`src/common/rp_defs.svh`:
```
`ifndef RP_DEFS_SVH
`define RP_DEFS_SVH

//////////////////////////////////////////////////
// Signal path widths
//////////////////////////////////////////////////

`define RP_ADC_RAW_W 16          // Raw ADC word incl. reserved LSBs
`define RP_SMP_W     14          // Signed sample
`define RP_N_CH      2           // Analog channels

//////////////////////////////////////////////////
// System bus layout
//////////////////////////////////////////////////

`define RP_SYS_AW    32
`define RP_SYS_DW    32
`define RP_REG_AW    20          // Offset inside one region
`define RP_N_REG     8           // Regions on address bits 22..20

`define RP_HK_ID     32'h5250_0001  // Housekeeping ID word

`endif

```
`src/common/rp_pkg.sv`:
```
`include "rp_defs.svh"

package rp_pkg;

  // Signed sample and one-per-channel bundle
  typedef logic signed [`RP_SMP_W-1:0] sample_t;
  typedef sample_t [`RP_N_CH-1:0]      sample_arr_t;

  // System bus words
  typedef logic [`RP_SYS_AW-1:0] sys_addr_t;
  typedef logic [`RP_SYS_DW-1:0] sys_data_t;

  // Negative-slope offset code <-> two's complement
  // Same rule both ways, keep MSB and invert the rest
  function automatic logic [`RP_SMP_W-1:0] code_flip(input logic [`RP_SMP_W-1:0] val);
    return {val[`RP_SMP_W-1], ~val[`RP_SMP_W-2:0]};
  endfunction

  // Signed sample to bus word
  function automatic sys_data_t smp_sext(input sample_t smp);
    return sys_data_t'(smp);  // Sign carried by the signed argument
  endfunction

endpackage

```
`src/rtl/sys_bus_decoder.sv`:
```
`include "rp_defs.svh"

module sys_bus_decoder import rp_pkg::*; #(
  parameter logic [`RP_N_REG-1:0] REG_MAP = 'b111  // Regions with a slave behind them
) (
  input  logic                                 adc_clk,
  input  logic                                 reset_i,
  // Master side
  input  sys_addr_t                            sys_addr_i,
  input  sys_data_t                            sys_wdata_i,
  input  logic                                 sys_wen_i,
  input  logic                                 sys_ren_i,
  output sys_data_t                            sys_rdata_o,
  output logic                                 sys_ack_o,
  output logic                                 sys_err_o,
  // Region side
  output logic [`RP_N_REG-1:0][`RP_REG_AW-1:0] reg_addr_o,
  output sys_data_t [`RP_N_REG-1:0]            reg_wdata_o,
  output logic [`RP_N_REG-1:0]                 reg_wen_o,
  output logic [`RP_N_REG-1:0]                 reg_ren_o,
  input  sys_data_t [`RP_N_REG-1:0]            reg_rdata_i,
  input  logic [`RP_N_REG-1:0]                 reg_ack_i
);

  localparam int SEL_W = $clog2(`RP_N_REG);

  logic [SEL_W-1:0]     sel;     // Region of the current strobe
  logic [`RP_N_REG-1:0] sel_oh;
  logic                 strobe;
  logic [SEL_W-1:0]     sel_q;   // Region awaiting its reply
  logic                 miss_q;  // Strobe went to an empty region

  assign sel    = sys_addr_i[`RP_REG_AW +: SEL_W];
  assign sel_oh = `RP_N_REG'(1) << sel;
  assign strobe = sys_wen_i | sys_ren_i;

  //////////////////////////////////////////////////
  // Request steering
  //////////////////////////////////////////////////

  // Only the selected region sees offset, data and strobe
  always_comb begin
    for (int r = 0; r < `RP_N_REG; r++) begin
      reg_addr_o[r]  = sel_oh[r] ? sys_addr_i[`RP_REG_AW-1:0] : '0;
      reg_wdata_o[r] = sel_oh[r] ? sys_wdata_i : '0;
      reg_wen_o[r]   = sel_oh[r] & sys_wen_i;
      reg_ren_o[r]   = sel_oh[r] & sys_ren_i;
    end
  end

  //////////////////////////////////////////////////
  // Reply select
  //////////////////////////////////////////////////

  always_ff @(posedge adc_clk) begin
    if (reset_i) begin
      sel_q  <= '0;
      miss_q <= 1'b0;
    end else begin
      miss_q <= strobe & ~REG_MAP[sel];  // Own error ack next cycle
      if (strobe) begin
        sel_q <= sel;
      end
    end
  end

  assign sys_ack_o   = miss_q | (REG_MAP[sel_q] & reg_ack_i[sel_q]);
  assign sys_err_o   = miss_q;
  assign sys_rdata_o = miss_q ? '0 : reg_rdata_i[sel_q];  // Empty region reads 0

endmodule

```
`src/rtl/housekeeping.sv`:
```
`include "rp_defs.svh"

module housekeeping import rp_pkg::*; (
  input  logic                  adc_clk,
  input  logic                  reset_i,
  // Region bus
  input  logic [`RP_REG_AW-1:0] sys_addr_i,
  input  sys_data_t             sys_wdata_i,
  input  logic                  sys_wen_i,
  input  logic                  sys_ren_i,
  output sys_data_t             sys_rdata_o,
  output logic                  sys_ack_o,
  // Board controls
  output logic                  digital_loop_o,
  output logic [7:0]            led_o
);

  // Register offsets
  localparam logic [`RP_REG_AW-1:0] OFS_ID   = 'h0;
  localparam logic [`RP_REG_AW-1:0] OFS_LOOP = 'h4;
  localparam logic [`RP_REG_AW-1:0] OFS_LED  = 'h8;

  //////////////////////////////////////////////////
  // Control registers
  //////////////////////////////////////////////////

  always_ff @(posedge adc_clk) begin
    if (reset_i) begin
      digital_loop_o <= 1'b0;  // Loopback off
      led_o          <= '0;
      sys_ack_o      <= 1'b0;
    end else begin
      sys_ack_o <= sys_wen_i | sys_ren_i;  // One cycle after strobe
      if (sys_wen_i) begin
        case (sys_addr_i)
          OFS_LOOP: digital_loop_o <= sys_wdata_i[0];
          OFS_LED:  led_o          <= sys_wdata_i[7:0];
          default:  ;                       // ID and holes ignore writes
        endcase
      end
    end
  end

  // Read data
  always_ff @(posedge adc_clk) begin
    if (sys_ren_i) begin
      case (sys_addr_i)
        OFS_ID:   sys_rdata_o <= `RP_HK_ID;
        OFS_LOOP: sys_rdata_o <= sys_data_t'(digital_loop_o);
        OFS_LED:  sys_rdata_o <= sys_data_t'(led_o);
        default:  sys_rdata_o <= '0;
      endcase
    end
  end

endmodule

```
`src/rtl/dc_gen.sv`:
```
`include "rp_defs.svh"

module dc_gen import rp_pkg::*; (
  input  logic                  adc_clk,
  input  logic                  reset_i,
  // Region bus
  input  logic [`RP_REG_AW-1:0] sys_addr_i,
  input  sys_data_t             sys_wdata_i,
  input  logic                  sys_wen_i,
  input  logic                  sys_ren_i,
  output sys_data_t             sys_rdata_o,
  output logic                  sys_ack_o,
  // Generator output
  output sample_arr_t           level_o
);

  localparam int CH_STRIDE = 'h4;  // One word per channel

  //////////////////////////////////////////////////
  // Level registers
  //////////////////////////////////////////////////

  // Level reg is the output, new value visible with the ack
  always_ff @(posedge adc_clk) begin
    if (reset_i) begin
      level_o   <= '0;
      sys_ack_o <= 1'b0;
    end else begin
      sys_ack_o <= sys_wen_i | sys_ren_i;
      if (sys_wen_i) begin
        for (int c = 0; c < `RP_N_CH; c++) begin
          if (sys_addr_i == `RP_REG_AW'(c * CH_STRIDE)) begin
            level_o[c] <= sys_wdata_i[`RP_SMP_W-1:0];
          end
        end
      end
    end
  end

  // Readback, sign extended
  always_ff @(posedge adc_clk) begin
    if (sys_ren_i) begin
      sys_rdata_o <= '0;  // Unknown offset
      for (int c = 0; c < `RP_N_CH; c++) begin
        if (sys_addr_i == `RP_REG_AW'(c * CH_STRIDE)) begin
          sys_rdata_o <= smp_sext(level_o[c]);
        end
      end
    end
  end

endmodule

```
`src/rtl/prop_ctrl.sv`:
```
`include "rp_defs.svh"

module prop_ctrl import rp_pkg::*; (
  input  logic                  adc_clk,
  input  logic                  reset_i,
  // Region bus
  input  logic [`RP_REG_AW-1:0] sys_addr_i,
  input  sys_data_t             sys_wdata_i,
  input  logic                  sys_wen_i,
  input  logic                  sys_ren_i,
  output sys_data_t             sys_rdata_o,
  output logic                  sys_ack_o,
  // Samples
  input  sample_arr_t           smp_i,
  output sample_arr_t           ctrl_o
);

  localparam int SW = `RP_SMP_W;
  localparam int EW = SW + 1;   // Error, setpoint minus input
  localparam int PW = EW + SW;  // Error times gain

  localparam logic signed [PW-1:0] SAT_MAX = (2 ** (SW - 1)) - 1;
  localparam logic signed [PW-1:0] SAT_MIN = -(2 ** (SW - 1));

  // Per-channel map
  localparam int CH_STRIDE = 'h10;
  localparam int OFS_SET   = 'h0;
  localparam int OFS_GAIN  = 'h4;
  localparam int OFS_SHIFT = 'h8;

  sample_t              set_q   [`RP_N_CH];
  sample_t              gain_q  [`RP_N_CH];
  logic [3:0]           shift_q [`RP_N_CH];
  logic signed [EW-1:0] err_q   [`RP_N_CH];  // Stage 1
  logic signed [PW-1:0] prod    [`RP_N_CH];
  logic signed [PW-1:0] shf     [`RP_N_CH];
  sample_t              sat     [`RP_N_CH];

  //////////////////////////////////////////////////
  // Configuration registers
  //////////////////////////////////////////////////

  always_ff @(posedge adc_clk) begin
    if (reset_i) begin
      for (int c = 0; c < `RP_N_CH; c++) begin
        set_q[c]   <= '0;
        gain_q[c]  <= '0;  // Zero gain, output stays 0
        shift_q[c] <= '0;
      end
      sys_ack_o <= 1'b0;
    end else begin
      sys_ack_o <= sys_wen_i | sys_ren_i;
      if (sys_wen_i) begin
        for (int c = 0; c < `RP_N_CH; c++) begin
          if (sys_addr_i == `RP_REG_AW'(c * CH_STRIDE + OFS_SET))
            set_q[c] <= sys_wdata_i[SW-1:0];
          if (sys_addr_i == `RP_REG_AW'(c * CH_STRIDE + OFS_GAIN))
            gain_q[c] <= sys_wdata_i[SW-1:0];
          if (sys_addr_i == `RP_REG_AW'(c * CH_STRIDE + OFS_SHIFT))
            shift_q[c] <= sys_wdata_i[3:0];
        end
      end
    end
  end

  always_ff @(posedge adc_clk) begin
    if (sys_ren_i) begin
      sys_rdata_o <= '0;
      for (int c = 0; c < `RP_N_CH; c++) begin
        if (sys_addr_i == `RP_REG_AW'(c * CH_STRIDE + OFS_SET))
          sys_rdata_o <= smp_sext(set_q[c]);
        if (sys_addr_i == `RP_REG_AW'(c * CH_STRIDE + OFS_GAIN))
          sys_rdata_o <= smp_sext(gain_q[c]);
        if (sys_addr_i == `RP_REG_AW'(c * CH_STRIDE + OFS_SHIFT))
          sys_rdata_o <= sys_data_t'(shift_q[c]);  // Unsigned field
      end
    end
  end

  //////////////////////////////////////////////////
  // Two stage datapath
  //////////////////////////////////////////////////

  // Multiply, arithmetic shift, clamp to sample range
  always_comb begin
    for (int c = 0; c < `RP_N_CH; c++) begin
      prod[c] = err_q[c] * gain_q[c];
      shf[c]  = prod[c] >>> shift_q[c];
      sat[c]  = shf[c][SW-1:0];
      if (shf[c] > SAT_MAX)
        sat[c] = SAT_MAX[SW-1:0];
      else if (shf[c] < SAT_MIN)
        sat[c] = SAT_MIN[SW-1:0];
    end
  end

  always_ff @(posedge adc_clk) begin
    if (reset_i) begin
      for (int c = 0; c < `RP_N_CH; c++) begin
        err_q[c] <= '0;
      end
      ctrl_o <= '0;
    end else begin
      for (int c = 0; c < `RP_N_CH; c++) begin
        err_q[c]  <= set_q[c] - $signed(smp_i[c]);  // Full width, no wrap
        ctrl_o[c] <= sat[c];                        // Stage 2
      end
    end
  end

endmodule

```
`src/analog/adc_frontend.sv`:
```
`include "rp_defs.svh"

module adc_frontend import rp_pkg::*; (
  input  logic                                    adc_clk,
  input  logic                                    reset_i,
  input  logic [`RP_N_CH-1:0][`RP_ADC_RAW_W-1:0]  adc_dat_i,      // ADC pins
  input  sample_arr_t                             loop_smp_i,     // Registered DAC samples
  input  logic                                    digital_loop_i,
  output sample_arr_t                             smp_o
);

  // Top 14 bits of each raw word
  logic [`RP_N_CH-1:0][`RP_SMP_W-1:0] raw_q;

  //////////////////////////////////////////////////
  // Input register
  //////////////////////////////////////////////////

  // Two reserved LSBs dropped here
  always_ff @(posedge adc_clk) begin
    if (reset_i) begin
      for (int c = 0; c < `RP_N_CH; c++) begin
        raw_q[c] <= code_flip('0);  // Pin code of a zero sample
      end
    end else begin
      for (int c = 0; c < `RP_N_CH; c++) begin
        raw_q[c] <= adc_dat_i[c][`RP_ADC_RAW_W-1 -: `RP_SMP_W];
      end
    end
  end

  //////////////////////////////////////////////////
  // Conversion and loopback
  //////////////////////////////////////////////////

  always_comb begin
    for (int c = 0; c < `RP_N_CH; c++) begin
      if (digital_loop_i)
        smp_o[c] = loop_smp_i[c];       // Board drives itself
      else
        smp_o[c] = code_flip(raw_q[c]); // Neg slope to two's compl
    end
  end

endmodule

```
`src/analog/dac_backend.sv`:
```
`include "rp_defs.svh"

module dac_backend import rp_pkg::*; (
  input  logic                               adc_clk,
  input  logic                               reset_i,
  input  sample_arr_t                        gen_i,     // Generator level
  input  sample_arr_t                        ctrl_i,    // Controller output
  output sample_arr_t                        smp_o,     // Registered signed sum
  output logic [`RP_N_CH-1:0][`RP_SMP_W-1:0] dac_dat_o  // Pin code
);

  localparam int SW = `RP_SMP_W;

  logic signed [SW:0] sum [`RP_N_CH];  // One guard bit
  sample_t            sat [`RP_N_CH];

  //////////////////////////////////////////////////
  // Sum and saturation
  //////////////////////////////////////////////////

  always_comb begin
    for (int c = 0; c < `RP_N_CH; c++) begin
      sum[c] = $signed(gen_i[c]) + $signed(ctrl_i[c]);
      // Top two bits differ on overflow
      if (sum[c][SW] != sum[c][SW-1])
        sat[c] = {sum[c][SW], {(SW - 1){~sum[c][SW]}}};
      else
        sat[c] = sum[c][SW-1:0];
    end
  end

  // Output register
  always_ff @(posedge adc_clk) begin
    if (reset_i) begin
      smp_o <= '0;  // Pins read 0x1FFF
    end else begin
      for (int c = 0; c < `RP_N_CH; c++) begin
        smp_o[c] <= sat[c];
      end
    end
  end

  // Back to negative-slope code for the converter
  always_comb begin
    for (int c = 0; c < `RP_N_CH; c++) begin
      dac_dat_o[c] = code_flip(smp_o[c]);
    end
  end

endmodule

```
`src/rtl/rp_top.sv`:
```
`include "rp_defs.svh"

module rp_top import rp_pkg::*; (
  input  logic                                   adc_clk,
  input  logic                                   reset_i,
  // Converters
  input  logic [`RP_N_CH-1:0][`RP_ADC_RAW_W-1:0] adc_dat_i,
  output logic [`RP_N_CH-1:0][`RP_SMP_W-1:0]     dac_dat_o,
  output logic [7:0]                             led_o,
  // System bus
  input  sys_addr_t                              sys_addr_i,
  input  sys_data_t                              sys_wdata_i,
  input  logic                                   sys_wen_i,
  input  logic                                   sys_ren_i,
  output sys_data_t                              sys_rdata_o,
  output logic                                   sys_ack_o,
  output logic                                   sys_err_o
);

  localparam int REG_HK   = 0;
  localparam int REG_CTRL = 1;
  localparam int REG_GEN  = 2;

  // Region bus
  logic [`RP_N_REG-1:0][`RP_REG_AW-1:0] reg_addr;
  sys_data_t [`RP_N_REG-1:0]            reg_wdata;
  logic [`RP_N_REG-1:0]                 reg_wen;
  logic [`RP_N_REG-1:0]                 reg_ren;
  sys_data_t [`RP_N_REG-1:0]            reg_rdata;
  logic [`RP_N_REG-1:0]                 reg_ack;

  // Sample path
  sample_arr_t adc_smp;
  sample_arr_t ctrl_smp;
  sample_arr_t gen_smp;
  sample_arr_t dac_smp;       // Also the loopback source
  logic        digital_loop;

  //////////////////////////////////////////////////
  // System bus
  //////////////////////////////////////////////////

  sys_bus_decoder #(
    .REG_MAP (`RP_N_REG'(1 << REG_HK | 1 << REG_CTRL | 1 << REG_GEN))
  ) i_bus (
    .adc_clk, .reset_i,
    .sys_addr_i, .sys_wdata_i, .sys_wen_i, .sys_ren_i,
    .sys_rdata_o, .sys_ack_o, .sys_err_o,
    .reg_addr_o  (reg_addr),
    .reg_wdata_o (reg_wdata),
    .reg_wen_o   (reg_wen),
    .reg_ren_o   (reg_ren),
    .reg_rdata_i (reg_rdata),
    .reg_ack_i   (reg_ack)
  );

  // Regions 3..7 stay silent
  for (genvar r = REG_GEN + 1; r < `RP_N_REG; r++) begin : g_empty
    assign reg_rdata[r] = '0;
    assign reg_ack[r]   = 1'b0;
  end

  housekeeping i_hk (
    .adc_clk, .reset_i,
    .sys_addr_i (reg_addr[REG_HK]), .sys_wdata_i (reg_wdata[REG_HK]),
    .sys_wen_i  (reg_wen[REG_HK]),  .sys_ren_i   (reg_ren[REG_HK]),
    .sys_rdata_o (reg_rdata[REG_HK]), .sys_ack_o (reg_ack[REG_HK]),
    .digital_loop_o (digital_loop),
    .led_o
  );

  //////////////////////////////////////////////////
  // Signal path
  //////////////////////////////////////////////////

  adc_frontend i_adc (
    .adc_clk, .reset_i, .adc_dat_i,
    .loop_smp_i (dac_smp), .digital_loop_i (digital_loop), .smp_o (adc_smp)
  );

  prop_ctrl i_ctrl (
    .adc_clk, .reset_i,
    .sys_addr_i (reg_addr[REG_CTRL]), .sys_wdata_i (reg_wdata[REG_CTRL]),
    .sys_wen_i  (reg_wen[REG_CTRL]),  .sys_ren_i   (reg_ren[REG_CTRL]),
    .sys_rdata_o (reg_rdata[REG_CTRL]), .sys_ack_o (reg_ack[REG_CTRL]),
    .smp_i (adc_smp), .ctrl_o (ctrl_smp)
  );

  dc_gen i_gen (
    .adc_clk, .reset_i,
    .sys_addr_i (reg_addr[REG_GEN]), .sys_wdata_i (reg_wdata[REG_GEN]),
    .sys_wen_i  (reg_wen[REG_GEN]),  .sys_ren_i   (reg_ren[REG_GEN]),
    .sys_rdata_o (reg_rdata[REG_GEN]), .sys_ack_o (reg_ack[REG_GEN]),
    .level_o (gen_smp)
  );

  dac_backend i_dac (
    .adc_clk, .reset_i,
    .gen_i (gen_smp), .ctrl_i (ctrl_smp), .smp_o (dac_smp), .dac_dat_o
  );

endmodule

```
`config.mk`:
```
export PLATFORM = sky130hd
export DESIGN_NAME = rp_top
export DESIGN_NICKNAME = d
export VERILOG_FILES = /design/src/common/rp_pkg.sv /design/src/rtl/sys_bus_decoder.sv /design/src/rtl/housekeeping.sv /design/src/rtl/dc_gen.sv /design/src/rtl/prop_ctrl.sv /design/src/analog/adc_frontend.sv /design/src/analog/dac_backend.sv /design/src/rtl/rp_top.sv
export VERILOG_INCLUDE_DIRS = /design/src /design/src/common
export SDC_FILE = /design/constraint.sdc
export NUM_CORES = 2
export LEC_CHECK = 0
export BUFFER_PORTS_ARGS = -buffer_cell sky130_fd_sc_hd__buf_2
export CORE_UTILIZATION = 50
export CTS_BUF_LIST = sky130_fd_sc_hd__clkbuf_4 sky130_fd_sc_hd__clkbuf_8
export CTS_CLUSTER_SIZE = 12
export DETAILED_ROUTE_END_ITERATION = 16
export MAX_ROUTING_LAYER = met4
export PLACE_DENSITY = 0.67
export SYNTH_ARGS = -nofsm -noshare
export SYNTH_HDL_FRONTEND = slang
export SYNTH_HIERARCHICAL = 1
export SYNTH_SLANG_ARGS = --single-unit
```
`constraint.sdc`:
```
create_clock -name adc_clk -period 19.93 [get_ports adc_clk]
set_input_delay 1.993 -clock adc_clk [delete_from_list [all_inputs] [get_ports adc_clk]]
set_output_delay 1.993 -clock adc_clk [all_outputs]
set_load 0.02 [all_outputs]
```
### Word level (Yosys, flattened, before mapping)

Memory sizes are Yosys's and may differ from the RTL's. A register that Yosys moved wholly into a read port is not among the register bits.
Cells that the tools add are included.

* add/sub/neg operators: 4
* mux-type cells: 67
* bitwise logic cells: 28
* $lt $le $gt $ge: 6
* shifts and indexed selects: 3
* reductions and logical operators: 9
* equal/unequal tests: 10
* multipliers: 2

Operator list (count)
* 2-to-1 mux 32 bit: 9
* 2-to-1 mux 14 bit: 12
* binary-select mux 32 bit (select 3 bit): 1
* case mux 31 bit (3 select lines): 1
* equality test 20 x 3 -> 1 bit (second input constant): 3
* equality test 20 x 5 -> 1 bit (second input constant): 3
* logical NOT 20 bit: 3
* 2-to-1 mux 20 bit: 3
* > comparator 29 x 14 -> 1 bit (second input constant): 2
* < comparator 29 x 14 -> 1 bit (second input constant): 2
* multiplier 15 x 14 -> 29 bit: 2
* >>> shifter 29 x 4 -> 29 bit: 2
* NOT 13 bit: 4
* equality test 20 x 4 -> 1 bit (second input constant): 2
* adder 14 x 14 -> 15 bit: 2
* 2-to-1 mux 1 bit: 30
* 2-to-1 mux 15 bit: 2
* subtractor 14 x 14 -> 15 bit: 2
* 2-to-1 mux 13 bit: 2
* bitwise OR 1 bit: 13
* 2-to-1 mux 4 bit: 3
* bitwise AND 1 bit: 8
* < comparator 3 x 4 -> 1 bit (second input constant): 2
* 2-to-1 mux 8 bit: 1
* other kinds (7): 15

* flip-flop bits (word level): 224
* memory bits (writable): 94
* memories: 6
* word-level logic and storage cells: 156
* ROM bits: 16
* input port bits: 100

Memories
* i_ctrl.err_q: depth 2, bits a word 15, rd ports 2, clocked after memory_dff 0, write ports 2, line prop_ctrl.sv:34 `` logic signed [EW-1:0] err_q [`RP_N_CH]; ``
* i_ctrl.gain_q: depth 2, bits a word 14, rd ports 2, clocked after memory_dff 0, write ports 2, line prop_ctrl.sv:32 `` sample_t gain_q [`RP_N_CH]; ``
* i_ctrl.set_q: depth 2, bits a word 14, rd ports 2, clocked after memory_dff 0, write ports 2, line prop_ctrl.sv:31 `` sample_t set_q [`RP_N_CH]; ``
* (no name shown): depth 8, bits a word 1, rd ports 1, clocked after memory_dff 0, write ports 0, line sys_bus_decoder.sv:60 `miss_q <= strobe & ~REG_MAP[sel];`
* (no name shown): depth 8, bits a word 1, rd ports 1, clocked after memory_dff 1, write ports 0, line sys_bus_decoder.sv:67 `assign sys_ack_o = miss_q | (REG_MAP[sel_q] & reg_ack_i[sel_q]);`
* i_ctrl.shift_q: depth 2, bits a word 4, rd ports 2, clocked after memory_dff 0, write ports 2, line prop_ctrl.sv:33 `` logic [3:0] shift_q [`RP_N_CH]; ``

### Depth between registers and ports, before layout

* depth in word-level cells: 9
* depth in mapped cells: 28
* gate-level depth less buffers: 26

### Hierarchy

The synthesis kept the hierarchy.

By module, submodules not included
* prop_ctrl: instances 1, area each 25902.3 um^2, sequential area each 3523.4 um^2, cells each 2849
* sys_bus_decoder: instances 1, area each 5351.4 um^2, sequential area each 100.1 um^2, cells each 665
* dac_backend: instances 1, area each 2212.1 um^2, sequential area each 560.5 um^2, cells each 282
* dc_gen: instances 1, area each 1939.4 um^2, sequential area each 1001.0 um^2, cells each 194
* housekeeping: instances 1, area each 1086.0 um^2, sequential area each 470.5 um^2, cells each 104
* adc_frontend: instances 1, area each 1084.8 um^2, sequential area each 560.5 um^2, cells each 118
* rp_top: instances 1, area each 3.8 um^2, sequential area each 0.0 um^2, cells each 1

### Worst setup path before layout

Ideal clock, no wire load.

* kind: reg2reg
* from: memory i_ctrl/gain_q[0][14] (netlist bit)
* to: register i_ctrl/ctrl_o[18] (netlist bit)
* clock period less this slack: 7245 ps
* data required time: 19859 ps
* path slack: 12685 ps
* cell stages (with the launch flop): 26
* arrival: 7174 ps
* cells stage by stage: edfxtp_1 clkbuf_1 and2_1 ha_1 inv_1 fa_1 inv_1 fa_1 inv_1 fa_1 inv_1 fa_1 fa_1 ha_1 buf_4 a21oi_2 o21a_1 nor2_1 or4_1 or3_1 mux4_2 a2bb2oi_1 nor4_1 a41oi_1 buf_2 a21oi_1

RTL lines
* start: declaration: line prop_ctrl.sv:32
* end signal: indexed assignment: line prop_ctrl.sv:106 `ctrl_o[c] <= sat[c];`
* end: declaration: line prop_ctrl.sv:15 `output sample_arr_t ctrl_o`

==> impl_summary.txt <==
----------------------------------------------------
[Run status]
  Status ... complete, no violations

[Floorplan]
  Die width ... 268 um
  Vertical die dimension ... 268 um
  Initial standard-cell utilization of the core ... 50.5%
  Number of top-level pins ... 170
  Core area ... 0.0700 mm2
  Site Rows ... 97
  Die area ... 0.0718 mm2

[Timing]
  Tightest slew margin relative to the limit ... 26.6%
  Min Tclk post-route ... 8.89 ns
  Setup TNS ... 0 ns
  RSZ-0062 raised after global routing ... false
  Setup-failing EPs final ... 0
  Final count of pins violating max slew ... 0
  Final cycle utilization of the critical path ... 44.6%
  Post-Route Skew ... 0.0515 ns
  Fmax achieved ... 112 MHz
  Slew at the pin with the worst max-slew slack ... 1.09 ns
  Number of hold-slack violations in the final timing report ... 0

[Clock tree]
  CTS Hold Buffers Added ... 0
  Clock transition at path regs ... 0.06 ns
  Number of cells upsized or downsized after cts ... 0
  Clock root buffer ... clkbuf_8
  Number of buffers inserted to repair setup after CTS ... 0
  Skew-Pair Late Insertion Delay ... 0.65 ns
  Level count of the clock H-tree ... 2
  CTS tree ... done
  Total clock sinks ... 260
  Largest buffer count on any clock path ... 3
  Number of buffers added by the clock tree synthesis step ... 46

[Routing]
  First-pass iteration count of the detailed router ... 6
  Wirelength per Cell ... 19.8 um
  Final Routed Wirelength ... 97.7 mm
  DRC viols ... 0
  Overall via count from detail_route ... 27965
  First-iteration detailed-routing DRC count ... 2964
  Antenna-violating nets left ... 0
  Vias/cell ... 5.66

[Finish]
  Share of post-route cells with drive strength above 1 ... 10.3%
  Growth of design area from synthesis to finish ... 5.84%
  Most common cell after layout, fill and taps aside ... inv_1
  Filler instances ... 6512
  Net total in the final layout ... 4677
  Commonest cells after routing, fill and taps aside ... 515 x inv_1, 418 x fa_1, 409 x and2_1

[Logic synthesis]
  Synthesized netlist cell count ... 3845
  Count of warnings emitted by yosys ... 6
  Synthesized area per cell ... 9.19 um2
  Post-Synthesis Cell Area ... 0.0354 mm2

[Global route]
  Pin count of the biggest net entering global routing ... 85
  Wire length of the first global-routing pass ... 154 mm
  Overflow after GRT ... 0
  Number of antenna violations at the first check in global routing ... 10
  Number of global-route vias before repair ... 26700
  Global-route usage over all layers ... 28.7%

[Run]
  Max-cap viol count ... 0

[Worst setup path]
  Crit path max fanout ... 16
  Worst endpoint data arrival time ... 9.44 ns
  Critical path endpoint category ... flop
  Setup Crit Path Kind ... reg2reg
  Critical Path RT ... 20.47 ns
  Critical path startpoint category ... flop

[Place]
  Count of buffers inserted at the top-level ports ... 138
  Final GP Congestion ... 1.02
  Hpwl dp ... 77.4 mm

[Hold path]
  Worst min path class ... reg2reg

----------------------------------------------------
[critical path, cell delays in order, from the launching register on]
cell       delay [ns]
edfxtp_1         0.76
and2_1           0.39
fa_1             0.54
inv_1            0.06
fa_1             0.53
inv_1            0.22
fa_1             0.57
inv_1            0.05
fa_1             0.53
inv_1            0.05
fa_1             0.46
fa_1             0.48
ha_1             0.59
nand4_1          0.38
and3_1           0.26
or4_1            0.46
or3_1            0.50
mux4_2           0.59
a2bb2oi_1        0.18
nor4_1           0.36
a41oi_1          0.52
a21oi_1          0.33
[flip-flops by register name, indices dropped and copies added, names as in the netlist, 2 cells and up, named ones only]
register            flops
i_adc/raw_q            28
i_ctrl/gain_q          28
i_ctrl/shift_q          8
i_ctrl/err_q           30
i_bus/sel_q             3
i_hk/led_o              8
i_ctrl/ctrl_o          28
i_gen/sys_rdata_o      14
i_dac/dac_dat_o         2
i_ctrl/sys_rdata_o     14
i_hk/sys_rdata_o        9
i_ctrl/set_q           28
i_gen/level_o          28
i_dac/smp_o            26
[routing by layer]
layer / GRT usage [%] / up-vias / wire length, um
met5: - / - / 0
met4: 5.93 / 0 / 1690
met3: 5.82 / 118 / 9590
met2: 39.6 / 1222 / 40800
met1: 43.0 / 13746 / 45600
li1: - / 12879 / -
[path summary, 6_finish.rpt]
check / endpoint / startpoint / slack (ns) / cells past startpoint
max: i_ctrl/ctrl_o[14]$_SDFF_PP0_ / i_ctrl/gain_q[0][16]$_DFFE_PP_ / 11.04 / 21
min: i_gen/level_o[13]$_SDFFE_PP0P_ / i_gen/level_o[13]$_SDFFE_PP0P_ / 0.51 / 2
max reg2reg: i_ctrl/ctrl_o[14]$_SDFF_PP0_ / i_ctrl/gain_q[0][16]$_DFFE_PP_ / 11.04 / 21
min reg2reg: i_gen/level_o[13]$_SDFFE_PP0P_ / i_gen/level_o[13]$_SDFFE_PP0P_ / 0.51 / 2
[area by class of cell]
| cell class | instances | area (um2) | area share [%] |
|---|---|---|---|
| clock buffer | 68 | 842 | 2.25 |
| tap | 940 | 1180 | 3.14 |
| clock inverter | 10 | 114 | 0.304 |
| sequential | 260 | 6220 | 16.6 |
| multi-input combinational | 2973 | 26200 | 70.0 |
| timing repair buffer | 168 | 918 | 2.45 |
| inverter | 516 | 1940 | 5.18 |
| antenna | 6 | 15.0 | 0.0401 |
[stage by stage]
step           utilization, %  setup slack, ns  instances  instance area [um2]  hold WS (ns)
4_1_cts                  53.4            11.15       4935                37400         0.505
5_1_grt                  53.4            10.64       4939                37400         0.540
3_3_place_gp             52.0            11.14       4857                36400         0.487
3_5_place_dp             52.0            11.15       4857                36400         0.496
6_report                 53.4            11.04       4941                37400         0.508
2_1_floorplan               -            12.69       4027                36000         0.466
Power is left out: the tool's default activity adds up to more than one toggle a clock period on the data nets, which glitch-free logic cannot reach.
